<file path="config.mk">
export PLATFORM = sky130hd
export DESIGN_NAME = sprite_display_top
export DESIGN_NICKNAME = d
export VERILOG_FILES = /design/src/rtl/sprite_pkg.sv /design/src/rtl/display_timing.sv /design/src/rtl/sprite_compositor.sv /design/src/rtl/sprite_display_top.sv /design/src/rtl/sprite_line_engine.sv /design/src/rtl/sprite_registers.sv
export SDC_FILE = /design/constraint.sdc
export NUM_CORES = 1
export LEC_CHECK = 0
export ABC_CLOCK_PERIOD_IN_PS = 5200
export BUFFER_PORTS_ARGS = -buffer_cell sky130_fd_sc_hd__buf_2
export CORE_MARGIN = 4
export CORE_UTILIZATION = 46
export CTS_CLUSTER_SIZE = 20
export DETAILED_ROUTE_END_ITERATION = 7
export GPL_TIMING_DRIVEN = 0
export PLACE_DENSITY = 0.59
export SYNTH_ARGS = -nofsm -noshare
export SYNTH_HDL_FRONTEND = slang
export SYNTH_SLANG_ARGS = --single-unit
</file>
<file path="constraint.sdc">
create_clock -name clk_pix -period 5.2 [get_ports clk_pix]
set_input_delay 0.26 -clock clk_pix [delete_from_list [all_inputs] [get_ports clk_pix]]
set_output_delay 0.26 -clock clk_pix [all_outputs]
set_load 0.05 [all_outputs]
</file>
<file path="src/rtl/sprite_pkg.sv">
// shared constants and types for the sprite display, 640x480 at 60 Hz only
// timing values assume a 25.175 MHz pixel clock supplied from outside
package sprite_pkg;

    // horizontal timing in pixels
    localparam int H_RES   = 640;
    localparam int H_FP    = 16;
    localparam int H_SYNC  = 96;
    localparam int H_BP    = 48;
    localparam int H_TOTAL = H_RES + H_FP + H_SYNC + H_BP;  // 800

    // vertical timing in lines
    localparam int V_RES   = 480;
    localparam int V_FP    = 10;
    localparam int V_SYNC  = 2;
    localparam int V_BP    = 33;
    localparam int V_TOTAL = V_RES + V_FP + V_SYNC + V_BP;  // 525

    // sprites
    localparam int N_SPR    = 4;  // engines, also sets the index bits in the address
    localparam int SPR_SIZE = 8;  // square glyphs
    localparam int N_GLYPH  = 8;  // inline patterns per engine

    // plain vectors with a meaning
    typedef logic [15:0]                  coord_t;     // unsigned screen position
    typedef logic [$clog2(N_GLYPH)-1:0]   glyph_t;     // pattern select
    typedef logic [11:0]                  colour_t;    // rgb444, red on top
    typedef logic [3:0]                   channel_t;   // one colour channel
    typedef logic [3:0]                   reg_addr_t;  // {sprite, field}
    typedef logic [15:0]                  reg_data_t;
    typedef logic [SPR_SIZE-1:0]          row_t;       // bit 7 is leftmost

    // dark blue backdrop
    localparam colour_t BG_COLOUR = 12'h137;

    // field codes, low two address bits
    localparam logic [1:0] REG_X      = 2'd0;
    localparam logic [1:0] REG_Y      = 2'd1;
    localparam logic [1:0] REG_GLYPH  = 2'd2;
    localparam logic [1:0] REG_COLOUR = 2'd3;

endpackage

</file>
<file path="src/rtl/display_timing.sv">
// raster counters for 640x480, syncs active low and not registered here
// line and frame strobes are decoded straight from the counters
`timescale 1ns/100ps

module display_timing (
    input  logic                clk_pix,
    input  logic                rst_n,
    output sprite_pkg::coord_t  sx,     // current column
    output sprite_pkg::coord_t  sy,     // current line
    output logic                hsync,
    output logic                vsync,
    output logic                de,     // visible area
    output logic                line,   // one cycle at sx == H_RES
    output logic                frame   // one cycle at the very last pixel
);

    logic h_last;  // end of line
    logic v_last;  // last line of frame

    assign h_last = (sx == sprite_pkg::coord_t'(sprite_pkg::H_TOTAL - 1));
    assign v_last = (sy == sprite_pkg::coord_t'(sprite_pkg::V_TOTAL - 1));

    // counters, sx runs every cycle, sy steps at end of line
    always_ff @(posedge clk_pix) begin
        if (!rst_n) begin
            sx <= '0;
            sy <= '0;
        end else begin
            if (h_last) begin
                sx <= '0;
                sy <= v_last ? '0 : sy + 1'b1;
            end else begin
                sx <= sx + 1'b1;
            end
        end
    end

    // sync windows start after the front porch
    always_comb begin
        hsync = !(sx >= sprite_pkg::H_RES + sprite_pkg::H_FP &&
                  sx <  sprite_pkg::H_RES + sprite_pkg::H_FP + sprite_pkg::H_SYNC);
        vsync = !(sy >= sprite_pkg::V_RES + sprite_pkg::V_FP &&
                  sy <  sprite_pkg::V_RES + sprite_pkg::V_FP + sprite_pkg::V_SYNC);
        de    = (sx < sprite_pkg::H_RES) && (sy < sprite_pkg::V_RES);
    end

    assign line  = (sx == sprite_pkg::coord_t'(sprite_pkg::H_RES));  // every line, blank too
    assign frame = h_last && v_last;

    // column counter must wrap before leaving the line
    a_sx_range: assert property (@(posedge clk_pix) disable iff (!rst_n)
        sx < sprite_pkg::H_TOTAL && sy < sprite_pkg::V_TOTAL)
        else $error("raster counter out of range");

endmodule

</file>
<file path="src/rtl/sprite_compositor.sv">
// lowest numbered opaque sprite wins over the background
// de and syncs must arrive already aligned with the engine pix bits
`timescale 1ns/100ps

module sprite_compositor (
    input  logic                      clk_pix,
    input  logic                      rst_n,
    input  logic [sprite_pkg::N_SPR-1:0] pix,
    input  sprite_pkg::colour_t       spr_colour [sprite_pkg::N_SPR],
    input  logic                      de_d,
    input  logic                      hsync_d,
    input  logic                      vsync_d,
    output sprite_pkg::channel_t      vga_r,
    output sprite_pkg::channel_t      vga_g,
    output sprite_pkg::channel_t      vga_b,
    output logic                      vga_hsync,
    output logic                      vga_vsync
);

    sprite_pkg::colour_t mix;  // colour before the output register

    always_comb begin
        mix = sprite_pkg::BG_COLOUR;
        // walk down so sprite 0 is written last and wins
        for (int i = sprite_pkg::N_SPR - 1; i >= 0; i--) begin
            if (pix[i])
                mix = spr_colour[i];
        end
        if (!de_d)
            mix = '0;  // black in blanking
    end

    // output stage, syncs idle high in reset
    always_ff @(posedge clk_pix) begin
        if (!rst_n) begin
            vga_r     <= '0;
            vga_g     <= '0;
            vga_b     <= '0;
            vga_hsync <= 1'b1;
            vga_vsync <= 1'b1;
        end else begin
            vga_r     <= mix[11:8];
            vga_g     <= mix[7:4];
            vga_b     <= mix[3:0];
            vga_hsync <= hsync_d;
            vga_vsync <= vsync_d;
        end
    end

endmodule

</file>
<file path="src/rtl/sprite_display_top.sv">
// four hardware sprites over a flat background, pixel clock domain only
// pixel at (x, y) shows on rgb two cycles after the counters reach it
`timescale 1ns/100ps

module sprite_display_top (
    input  logic                   clk_pix,
    input  logic                   rst_n,
    input  logic                   reg_we,
    input  sprite_pkg::reg_addr_t  reg_addr,
    input  sprite_pkg::reg_data_t  reg_wdata,
    output logic                   vga_hsync,
    output logic                   vga_vsync,
    output sprite_pkg::channel_t   vga_r,
    output sprite_pkg::channel_t   vga_g,
    output sprite_pkg::channel_t   vga_b
);

    sprite_pkg::coord_t   sx, sy;
    logic                 hsync, vsync, de, line, frame;
    logic                 de_d, hsync_d, vsync_d;  // match engine latency

    sprite_pkg::coord_t   spr_x      [sprite_pkg::N_SPR];
    sprite_pkg::coord_t   spr_y      [sprite_pkg::N_SPR];
    sprite_pkg::colour_t  spr_colour [sprite_pkg::N_SPR];
    sprite_pkg::glyph_t   spr_glyph  [sprite_pkg::N_SPR];
    logic [sprite_pkg::N_SPR-1:0] pix;

    display_timing u_timing (
        .clk_pix (clk_pix),
        .rst_n   (rst_n),
        .sx      (sx),
        .sy      (sy),
        .hsync   (hsync),
        .vsync   (vsync),
        .de      (de),
        .line    (line),
        .frame   (frame)
    );

    sprite_registers u_regs (
        .clk_pix    (clk_pix),
        .rst_n      (rst_n),
        .frame      (frame),
        .reg_we     (reg_we),
        .reg_addr   (reg_addr),
        .reg_wdata  (reg_wdata),
        .spr_x      (spr_x),
        .spr_y      (spr_y),
        .spr_colour (spr_colour),
        .spr_glyph  (spr_glyph)
    );

    // one engine per sprite
    for (genvar i = 0; i < sprite_pkg::N_SPR; i++) begin : g_engine
        sprite_line_engine u_engine (
            .clk_pix   (clk_pix),
            .rst_n     (rst_n),
            .line      (line),
            .sx        (sx),
            .sy        (sy),
            .spr_x     (spr_x[i]),
            .spr_y     (spr_y[i]),
            .spr_glyph (spr_glyph[i]),
            .pix       (pix[i])
        );
    end

    // one stage delay, same as the engine pix register
    always_ff @(posedge clk_pix) begin
        if (!rst_n) begin
            de_d    <= 1'b0;
            hsync_d <= 1'b1;
            vsync_d <= 1'b1;
        end else begin
            de_d    <= de;
            hsync_d <= hsync;
            vsync_d <= vsync;
        end
    end

    sprite_compositor u_comp (
        .clk_pix    (clk_pix),
        .rst_n      (rst_n),
        .pix        (pix),
        .spr_colour (spr_colour),
        .de_d       (de_d),
        .hsync_d    (hsync_d),
        .vsync_d    (vsync_d),
        .vga_r      (vga_r),
        .vga_g      (vga_g),
        .vga_b      (vga_b),
        .vga_hsync  (vga_hsync),
        .vga_vsync  (vga_vsync)
    );

endmodule

</file>
<file path="src/rtl/sprite_line_engine.sv">
// one 8x8 sprite, row fetched at the line strobe for the next line
// drawing stops at the last visible column, no wrap past the line end
`timescale 1ns/100ps

module sprite_line_engine (
    input  logic                 clk_pix,
    input  logic                 rst_n,
    input  logic                 line,       // start of horizontal blank
    input  sprite_pkg::coord_t   sx,
    input  sprite_pkg::coord_t   sy,
    input  sprite_pkg::coord_t   spr_x,      // live position
    input  sprite_pkg::coord_t   spr_y,
    input  sprite_pkg::glyph_t   spr_glyph,
    output logic                 pix         // registered, one cycle after sx
);

    typedef enum logic [1:0] {
        IDLE,   // nothing on this line
        ARMED,  // row loaded, waiting for spr_x
        DRAW,
        DONE    // row finished, wait for next line
    } state_t;

    state_t              state;
    sprite_pkg::row_t    row;         // row for the current line
    sprite_pkg::row_t    row_new;     // candidate at the strobe
    sprite_pkg::coord_t  y_next;      // line being prepared
    sprite_pkg::coord_t  dy;          // row number within glyph
    sprite_pkg::coord_t  offset;      // column within glyph
    logic [2:0]          bit_sel;
    logic [63:0]         glyph_bits;  // 8 rows, top row in the high byte
    logic                last_col;    // last visible column

    // next line with wrap at the end of the frame
    assign y_next = (sy == sprite_pkg::coord_t'(sprite_pkg::V_TOTAL - 1)) ? '0 : sy + 1'b1;
    assign dy     = y_next - spr_y;   // huge when above the sprite
    assign offset = sx - spr_x;
    assign bit_sel  = 3'd7 - offset[2:0];  // bit 7 drawn first
    assign last_col = (sx == sprite_pkg::coord_t'(sprite_pkg::H_RES - 1));

    // glyph set, rows listed top to bottom in hex
    // 0 solid      FF FF FF FF FF FF FF FF
    // 1 outline    FF 81 81 81 81 81 81 FF
    // 2 letter F   7E 40 40 7C 40 40 40 00
    // 3 checker    AA 55 AA 55 AA 55 AA 55
    // 4 diagonal   80 40 20 10 08 04 02 01
    // 5 cross      18 18 18 FF FF 18 18 18
    // 6 h bars     FF 00 FF 00 FF 00 FF 00
    // 7 v bars     CC CC CC CC CC CC CC CC
    always_comb begin
        case (spr_glyph)
            3'd0:    glyph_bits = 64'hFFFF_FFFF_FFFF_FFFF;
            3'd1:    glyph_bits = 64'hFF81_8181_8181_81FF;
            3'd2:    glyph_bits = 64'h7E40_407C_4040_4000;
            3'd3:    glyph_bits = 64'hAA55_AA55_AA55_AA55;
            3'd4:    glyph_bits = 64'h8040_2010_0804_0201;
            3'd5:    glyph_bits = 64'h1818_18FF_FF18_1818;
            3'd6:    glyph_bits = 64'hFF00_FF00_FF00_FF00;
            default: glyph_bits = 64'hCCCC_CCCC_CCCC_CCCC;
        endcase
        row_new = glyph_bits[63 - 8*dy[2:0] -: 8];
    end

    always_ff @(posedge clk_pix) begin
        if (!rst_n) begin
            state <= IDLE;
            pix   <= 1'b0;
        end else begin
            pix <= 1'b0;  // default transparent
            if (line) begin
                if (dy < sprite_pkg::SPR_SIZE) begin
                    row   <= row_new;
                    state <= ARMED;
                end else begin
                    state <= IDLE;
                end
            end else begin
                case (state)
                    ARMED: begin
                        // only start inside the visible area
                        if (sx == spr_x && sx < sprite_pkg::H_RES) begin
                            pix   <= row[sprite_pkg::SPR_SIZE-1];
                            state <= last_col ? DONE : DRAW;
                        end
                    end
                    DRAW: begin
                        pix <= row[bit_sel];
                        if (offset == sprite_pkg::SPR_SIZE - 1 || last_col)
                            state <= DONE;
                    end
                    default: ;  // IDLE and DONE hold
                endcase
            end
        end
    end

    // a row must be finished before the next one loads
    a_no_draw_on_line: assert property (@(posedge clk_pix) disable iff (!rst_n)
        line |-> state != DRAW)
        else $error("sprite still drawing at line strobe");

endmodule

</file>
<file path="src/rtl/sprite_registers.sv">
// sprite settings written into shadow copies, moved to live once per frame
// no readback and no back-pressure, extra data bits are dropped per field
`timescale 1ns/100ps

module sprite_registers (
    input  logic                   clk_pix,
    input  logic                   rst_n,
    input  logic                   frame,      // commit strobe
    input  logic                   reg_we,     // single cycle write
    input  sprite_pkg::reg_addr_t  reg_addr,
    input  sprite_pkg::reg_data_t  reg_wdata,
    output sprite_pkg::coord_t     spr_x      [sprite_pkg::N_SPR],
    output sprite_pkg::coord_t     spr_y      [sprite_pkg::N_SPR],
    output sprite_pkg::colour_t    spr_colour [sprite_pkg::N_SPR],
    output sprite_pkg::glyph_t     spr_glyph  [sprite_pkg::N_SPR]
);

    // shadow set, written at any time
    sprite_pkg::coord_t   sh_x      [sprite_pkg::N_SPR];
    sprite_pkg::coord_t   sh_y      [sprite_pkg::N_SPR];
    sprite_pkg::colour_t  sh_colour [sprite_pkg::N_SPR];
    sprite_pkg::glyph_t   sh_glyph  [sprite_pkg::N_SPR];

    logic [1:0] wr_idx;    // which sprite
    logic [1:0] wr_field;  // which setting

    assign wr_idx   = reg_addr[3:2];
    assign wr_field = reg_addr[1:0];

    // write decode
    always_ff @(posedge clk_pix) begin
        if (!rst_n) begin
            for (int i = 0; i < sprite_pkg::N_SPR; i++) begin
                sh_x[i]      <= '0;
                sh_y[i]      <= '0;
                sh_colour[i] <= '0;
                sh_glyph[i]  <= '0;
            end
        end else if (reg_we) begin
            case (wr_field)
                sprite_pkg::REG_X:      sh_x[wr_idx]      <= reg_wdata;
                sprite_pkg::REG_Y:      sh_y[wr_idx]      <= reg_wdata;
                sprite_pkg::REG_GLYPH:  sh_glyph[wr_idx]  <= sprite_pkg::glyph_t'(reg_wdata);
                sprite_pkg::REG_COLOUR: sh_colour[wr_idx] <= sprite_pkg::colour_t'(reg_wdata);
                default: ;
            endcase
        end
    end

    // frame commit, a write on the same edge stays in shadow until next frame
    always_ff @(posedge clk_pix) begin
        if (!rst_n) begin
            for (int i = 0; i < sprite_pkg::N_SPR; i++) begin
                spr_x[i]      <= '0;
                spr_y[i]      <= '0;
                spr_colour[i] <= '0;
                spr_glyph[i]  <= '0;
            end
        end else if (frame) begin
            for (int i = 0; i < sprite_pkg::N_SPR; i++) begin
                spr_x[i]      <= sh_x[i];
                spr_y[i]      <= sh_y[i];
                spr_colour[i] <= sh_colour[i];
                spr_glyph[i]  <= sh_glyph[i];
            end
        end
    end

    // sender must present a clean address with every strobe
    a_addr_known: assert property (@(posedge clk_pix) disable iff (!rst_n)
        reg_we |-> !$isunknown(reg_addr))
        else $error("register write with unknown address");

endmodule

</file>
==> After elaboration in Yosys (flattened, before gate mapping) <==
Memories as Yosys holds them, arrays and structs flattened. A register that Yosys moved wholly into a read port is not among the register bits.
Cells that the tools add are included.
{ "totals": {"output_inout_bits": 14, "mem_bits_rw": 188, "reg_bits": 93, "n_memories": 4, "elab_cells": 247} }
{ "op_classes": {"n_reduce_logical": 54, "n_shift": 4, "order_cmp": 14, "bitwise": 1, "muxes": 75, "eq_ne": 55, "addsub": 18} }
{ "mem_list": {"columns": ["name", "depth", "word_bits", "read_ports", "rd_clocked_by_memory_dff", "write_ports", "line_no", "source"], "rows": [
  ["u_regs.sh_x", 4, 16, 4, 4, 4, "sprite_registers.sv:19", "sprite_pkg::coord_t sh_x [sprite_pkg::N_SPR];"],
  ["u_regs.sh_y", 4, 16, 4, 4, 4, "sprite_registers.sv:20", "sprite_pkg::coord_t sh_y [sprite_pkg::N_SPR];"],
  ["u_regs.sh_colour", 4, 12, 4, 4, 4, "sprite_registers.sv:21", "sprite_pkg::colour_t sh_colour [sprite_pkg::N_SPR];"],
  ["u_regs.sh_glyph", 4, 3, 4, 4, 4, "sprite_registers.sv:22", "sprite_pkg::glyph_t sh_glyph [sprite_pkg::N_SPR];"]
]} }
{ "op_table": {"columns": ["operator", "n"], "rows": [
  ["case mux 64 bit (7 select lines)", 4],
  ["indexed part select 71 x 33 -> 8 bit", 4],
  ["subtractor 16 bit", 8],
  ["== test 16 x 10 -> 1 bit (second input constant)", 4],
  ["== test 16 bit", 4],
  ["== test 16 x 3 -> 1 bit (second input constant)", 4],
  ["less-than comparator 16 x 4 -> 1 bit (second input constant)", 4],
  ["two-way mux 12 bit", 5],
  ["two-way mux 16 bit", 3],
  ["== test 3 bit (second input constant)", 12],
  ["two-way mux 1 bit", 34],
  ["adder 16 x 1 -> 16 bit (second input constant)", 2],
  ["less-than comparator 16 x 10 -> 1 bit (second input constant)", 2],
  ["less-than comparator 16 x 9 -> 1 bit (second input constant)", 2],
  ["two-way mux 2 bit", 16],
  ["OR reduction 16 bit", 2],
  ["subtractor 6 x 6 -> 7 bit (first input constant)", 4],
  ["== test 3 x 2 -> 1 bit (second input constant)", 8],
  ["AND reduction 3 bit", 8],
  ["zero test 1 bit", 18],
  ["inequality test 3 x 2 -> 1 bit (second input constant)", 6],
  [">= comparator 16 x 10 -> 1 bit (second input constant)", 1],
  [">= comparator 16 x 9 -> 1 bit (second input constant)", 1],
  ["less-than comparator 3 x 4 -> 1 bit (second input constant)", 4],
  ["19 further kinds", 61]
]} }

==> Logic depth before layout (Yosys ltp) <==
{ "logic_depth": {"word_depth": 7, "mapped_depth": 18, "mapped_depth_nobuf": 18} }

==> Hierarchy <==
From an unflattened synthesis, not the netlist that was laid out.
{ "hier_totals": {"cells_unflattened": 3414, "area_unflattened_um2": 31027.3} }
{ "modules_own_cells": {"columns": ["module", "area_each_um2", "n_inst", "cells_per_inst"], "rows": [
  ["sprite_registers", 14361.3, 1, 1069],
  ["sprite_line_engine at g_engine[3].u_engine", 3547.2, 1, 515],
  ["sprite_line_engine at g_engine[0].u_engine", 3513.4, 1, 510],
  ["sprite_line_engine at g_engine[2].u_engine", 3503.4, 1, 511],
  ["sprite_line_engine at g_engine[1].u_engine", 3407.0, 1, 497],
  ["display_timing", 1833.0, 1, 215],
  ["sprite_compositor", 783.3, 1, 91],
  ["sprite_display_top", 78.8, 1, 6]
]} }

==> Worst setup path before layout <==
OpenSTA, ideal clock, no wires.
{ "synth_timing": {"path_type": "flip-flop to flip-flop", "from": "register u_timing.sy[0]", "to": "register g_engine[1].u_engine.row[0], enable pin", "slack_ns": 0.478, "setup_ns": 0.398, "required_ns": 4.802, "stages_incl_launch_ff": 16, "path_buffers": 2, "synth_period_minus_slack_ns": 4.722, "arrival_ns": 4.324, "path_cell_list": "dfxtp_1 -> inv_1 -> or4_1 -> buf_2 -> nor2_1 -> nand3_1 -> xnor2_1 -> ha_1 -> clkbuf_1 -> o2bb2ai_1 -> a2111oi_0 -> nor4bb_1 -> nand3_1 -> a2111oi_4 -> nand4_1 -> nor4b_1"} }
{ "synth_via": {"elab_chain_len": 5, "elab_cells_between_ends": 6} }
{ "synth_lines": {"columns": ["element", "line_no", "source"], "rows": [
  ["start, declared", "display_timing.sv:9", "output sprite_pkg::coord_t sy,"],
  ["start signal, assigned", "display_timing.sv:31", "sy <= v_last ? '0 : sy + 1'b1;"],
  ["adder 16 x 1 -> 16 bit or == test 16 x 10 -> 1 bit (tied branches)", null, null],
  ["two-way mux 16 bit *", null, null],
  ["named net g_engine[0].u_engine.y_next[13]", "sprite_line_engine.sv:27", "sprite_pkg::coord_t y_next;"],
  ["subtractor 16 bit *", "sprite_line_engine.sv:36", "assign dy = y_next - spr_y;"],
  ["less-than comparator 16 x 4 -> 1 bit *", "sprite_line_engine.sv:71", "if (dy < sprite_pkg::SPR_SIZE) begin"],
  ["AND reduction 3 bit (no line) *", null, null],
  ["end signal, assigned", "sprite_line_engine.sv:72", "row <= row_new;"],
  ["end, declared", "sprite_line_engine.sv:25", "sprite_pkg::row_t row;"]
]} }
Mark *: on every way through the listed nets, which the timed path passes. The rest lies on a longest branch.
A chain may end at the register's enable or synchronous reset.

==> Worst setup path after layout <==
{ "layout_timing": {"from": "register u_timing.sy[1]", "to": "register g_engine[3].u_engine.row[2], enable pin"} }
{ "layout_via": {"elab_chain_len": 5, "elab_cells_between_ends": 6} }
{ "layout_lines": {"columns": ["element", "line_no"], "rows": [
  ["adder 16 x 1 -> 16 bit or == test 16 x 10 -> 1 bit (tied branches)", null],
  ["two-way mux 16 bit *", null],
  ["named net g_engine[0].u_engine.y_next[3]", "sprite_line_engine.sv:27"],
  ["subtractor 16 bit *", "sprite_line_engine.sv:36"],
  ["less-than comparator 16 x 4 -> 1 bit *", "sprite_line_engine.sv:71"],
  ["AND reduction 3 bit (no line) *", null],
  ["end signal, assigned", "sprite_line_engine.sv:72"],
  ["end, declared", "sprite_line_engine.sv:25"]
]} }
Marks and branches as above.

==> impl_metrics.csv <==
group,metric,value,unit
pwr,ir_worst_vdd,277,uV
placed_design,dp_hpwl,72500,um
logic_synthesis,synth.area.mux_share,2.03,%
floorplan,die_w,256,um
global_routing,grt_max_degree,17,
sta,worst_pin_slew,1.17,ns
detailed_routing,via_count,25900,
logic_synthesis,synth.avg_cell_area,8.36,sq um
sta,max-slew-margin-rel,22.2,%
placed_design,gp_congestion,0.929,
logic_synthesis,synth-simple-area-share,22.8,%
outcome,status,"finished, final reports clean",
placed_design,io_buffers,35,
logic_synthesis,synth_edf_count,220,
sta,rsz0062_at_grt,"no",
cells_and_area,nFillCells,5764,
global_routing,grt_pass1_wl,145000,um
cells_and_area,final_cell_area,31700,sq um
detailed_routing,wl,97400,um
logic_synthesis,yosysSeqAreaShare,40.9,%
cells_and_area,drive_gt1_share,6.71,%
global_routing,antenna_found_initial,8,
setup_path,critical_path_class,"flop to flop",
detailed_routing,wl_per_cell,22.5,um
worst_hold_path,hp-class,"input pin to flop",
logic_synthesis,ys_ff_latch,469,
cts,cts_tree,"yes",
setup_path,path_max_fanout,8,
cells_and_area,final_nets,3664,
global_routing,grt_use_total,28.4,%
logic_synthesis,synth_nets,3553,
cts,cts_made_buffers,52,
logic_synthesis,synth.most_common_cell,"nand2_1",
global_routing,first_global_vias,24300,
sta,finalCriticalPeriod,4.95,ns
cts,path_clk_slew,0.06,ns
logic_synthesis,synth_top_family_by_area,"simple AND/OR/NAND/NOR gates",
logic_synthesis,synth_compound_area_share,19.0,%
cts,cts_buffer_depth,3,
detailed_routing,initialDrtViolationCount,2412,
setup_path,required,5.46,ns
floorplan,num_rows,90,
logic_synthesis,syn_inst,3390,
sta,fin_crit_sh,95.2,%
logic_synthesis,synth.top_cell.area_share,23.3,%
cts,clk_latency,0.63,ns
logic_synthesis,synth_adder_area_share,6.71,%
cells_and_area,area_growth,11.8,%
cts,root_buffer,"clkbuf_16",
sta,drv_slew,0,
flow_run,cap_violations,0,
sta,fmax,0.202,GHz
logic_synthesis,synth_cell_type_count,96,
floorplan,die_area,65700,sq um
logic_synthesis,synthTopCellsByArea,"edfxtp_1 (23%), dfxtp_1 (18%), nand2_1 (7.1%)",
setup_path,arrival,5.21,ns
floorplan,start_util,46.7,%
floorplan,core-area,60700,sq um
setup_path,worstSetupEndpointType,"flop",
floorplan,ios,37,
pwr,leakagePower,11.7,nW
cts,cts_max_level,2,
logic_synthesis,synth_ff_type,"dfxtp_1",
global_routing,overflow,0,
sta,setup_viol,0,
logic_synthesis,netlist_area,28300,sq um
pwr,p_per_area,258,nW/um^2
detailed_routing,drc,0,
sta,hold_viol,0,
placed_design,dpl_cell_area,29600,sq um
detailed_routing,vias_per_cell,5.97,
logic_synthesis,yosys-top-cells-count,"nand2_1 (539), a21oi_1 (398), nor2_1 (273), dfxtp_1 (249), edfxtp_1 (220)",
floorplan,die_h,256,um
logic_synthesis,synthArstFlopShare,0,%
cts,clock_sinks,469,
setup_path,worstSetupStartpointType,"flop",
logic_synthesis,yosys.area.top_type,"edfxtp_1",
detailed_routing,first_pass_iters,6,
logic_synthesis,synth_xor_xnor_area_share,2.86,%
logic_synthesis,ys_warn_count,0,
pwr,finalPower,0.00817,W
detailed_routing,ant_nets,0,
sta,fin_skew,0.0458,ns
-- power breakdown --
group          total [W]  switching [W]  internal [W]
registers        0.00399      0.0000393       0.00395
clock network    0.00376        0.00160       0.00216
logic           0.000411       0.000286      0.000125
-- logic make-up (layout without fill, tap and decap cells) --
kind of cell,count (synthesis),count (layout)
mux,46,46
flops,469,469
fa+ha+maj,146,146
compound gates,867,867
buf+inv,419,574
simple gates,1354,1354
other cells,0,4
xor+xnor,89,89
-- critical path: stages (launching register included) --
cell and delay, ns:
dfxtp_1 0.39, inv_1 0.09, ha_1 0.21, and4bb_4 0.23, and4_2 0.21, buf_2 0.19, nor2_2 0.45, ha_1 0.33
nor2b_1 0.15, o211ai_1 0.14, nand2_1 0.16, o311ai_1 0.46, nor2b_1 0.35, a22oi_2 0.09, xnor2_1 0.18, or4_1 0.67
nor2_4 0.28
-- cell usage in the layout, fill, tap and decap left out, types with 127 or more instances in the layout --
| cell | Yosys | layout |
|---|---|---|
| inv_1 | 204 | 204 |
| nor2_1 | 273 | 266 |
| nand2_1 | 539 | 539 |
| clkbuf_1 | 173 | 180 |
| dfxtp_1 | 249 | 249 |
| o21ai_0 | 142 | 135 |
| edfxtp_1 | 220 | 220 |
| a21oi_1 | 398 | 398 |
| and2_1 | 128 | 127 |
| ha_1 | 128 | 127 |
-- timing repair --
action | CTS | global route
setup buffers | 1 | 7
endpoints found under the setup margin | 35 | 34
gates resized for setup | 20 | 12
hold buffers | 8 | 0
endpoints found under the hold margin | 10 | 0
pin swaps | 1 | 4
-- worst paths after layout --
check | start | endpoint | slack (ns) | depth (start not counted)
worst max-delay path | u_timing.sy[1] | g_engine[3].u_engine.row[2] | 0.25 | 16
worst min-delay path | reg_wdata[11] | u_regs.sh_x[1][11] | 0.02 | 2
worst max register to register | u_timing.sy[1] | g_engine[3].u_engine.row[2] | 0.25 | 16
worst min register to register | vsync_d | u_comp.vga_vsync | 0.44 | 1
-- through the flow --
step	hold slack, ns	TNS [ns]	cells	worst slack, ns	util (%)
after floorplan	0.386	0	3390	0.478	-
after global placement	0.438	-54.11	4207	-1.19	48.6
after detailed placement	0.432	-13.78	4214	-0.952	48.8
after CTS	0.00274	0	4321	0.0211	52.0
after global routing	0.0321	0	4327	0.0117	52.2
final	0.0209	0	4331	0.252	52.2
-- layout make-up --
cell class                      instances  area [sq um]  area share (%)
Multi-Input combinational cell       2502         15400            48.5
Sequential cell                       469         11600            36.6
Clock buffer                           67          1430            4.50
Tap cell                              782           978            3.09
Buffer                                212           843            2.66
Inverter                              206           773            2.44
Timing Repair Buffer                   58           365            1.15
Clock inverter                         31           332            1.05
Antenna cell                            4          10.0          0.0316
-- registers in the layout, indices dropped and copies added (netlist names), 4 cells and up --
| register | count |
|---|---|
| g_engine.u_engine.pix | 4 |
| g_engine.u_engine.row | 32 |
| g_engine.u_engine.state | 8 |
| u_comp.vga_b | 4 |
| u_comp.vga_g | 4 |
| u_comp.vga_r | 4 |
| u_regs.sh_colour | 48 |
| u_regs.sh_glyph | 12 |
| u_regs.sh_x | 64 |
| u_regs.sh_y | 64 |
| u_regs.spr_colour | 48 |
| u_regs.spr_glyph | 12 |
| u_regs.spr_x | 64 |
| u_regs.spr_y | 64 |
| u_timing.sx | 16 |
| u_timing.sy | 16 |
-- layer usage --
metal	wire length (um)	global-route usage (%)	vias to the layer above
li1	-	-	12200
met1	42800	39.7	12400
met2	43700	45.4	1101
met3	7690	4.64	173
met4	3160	8.93	2
met5	13	0	-
Power figures use the tool's default switching activity.
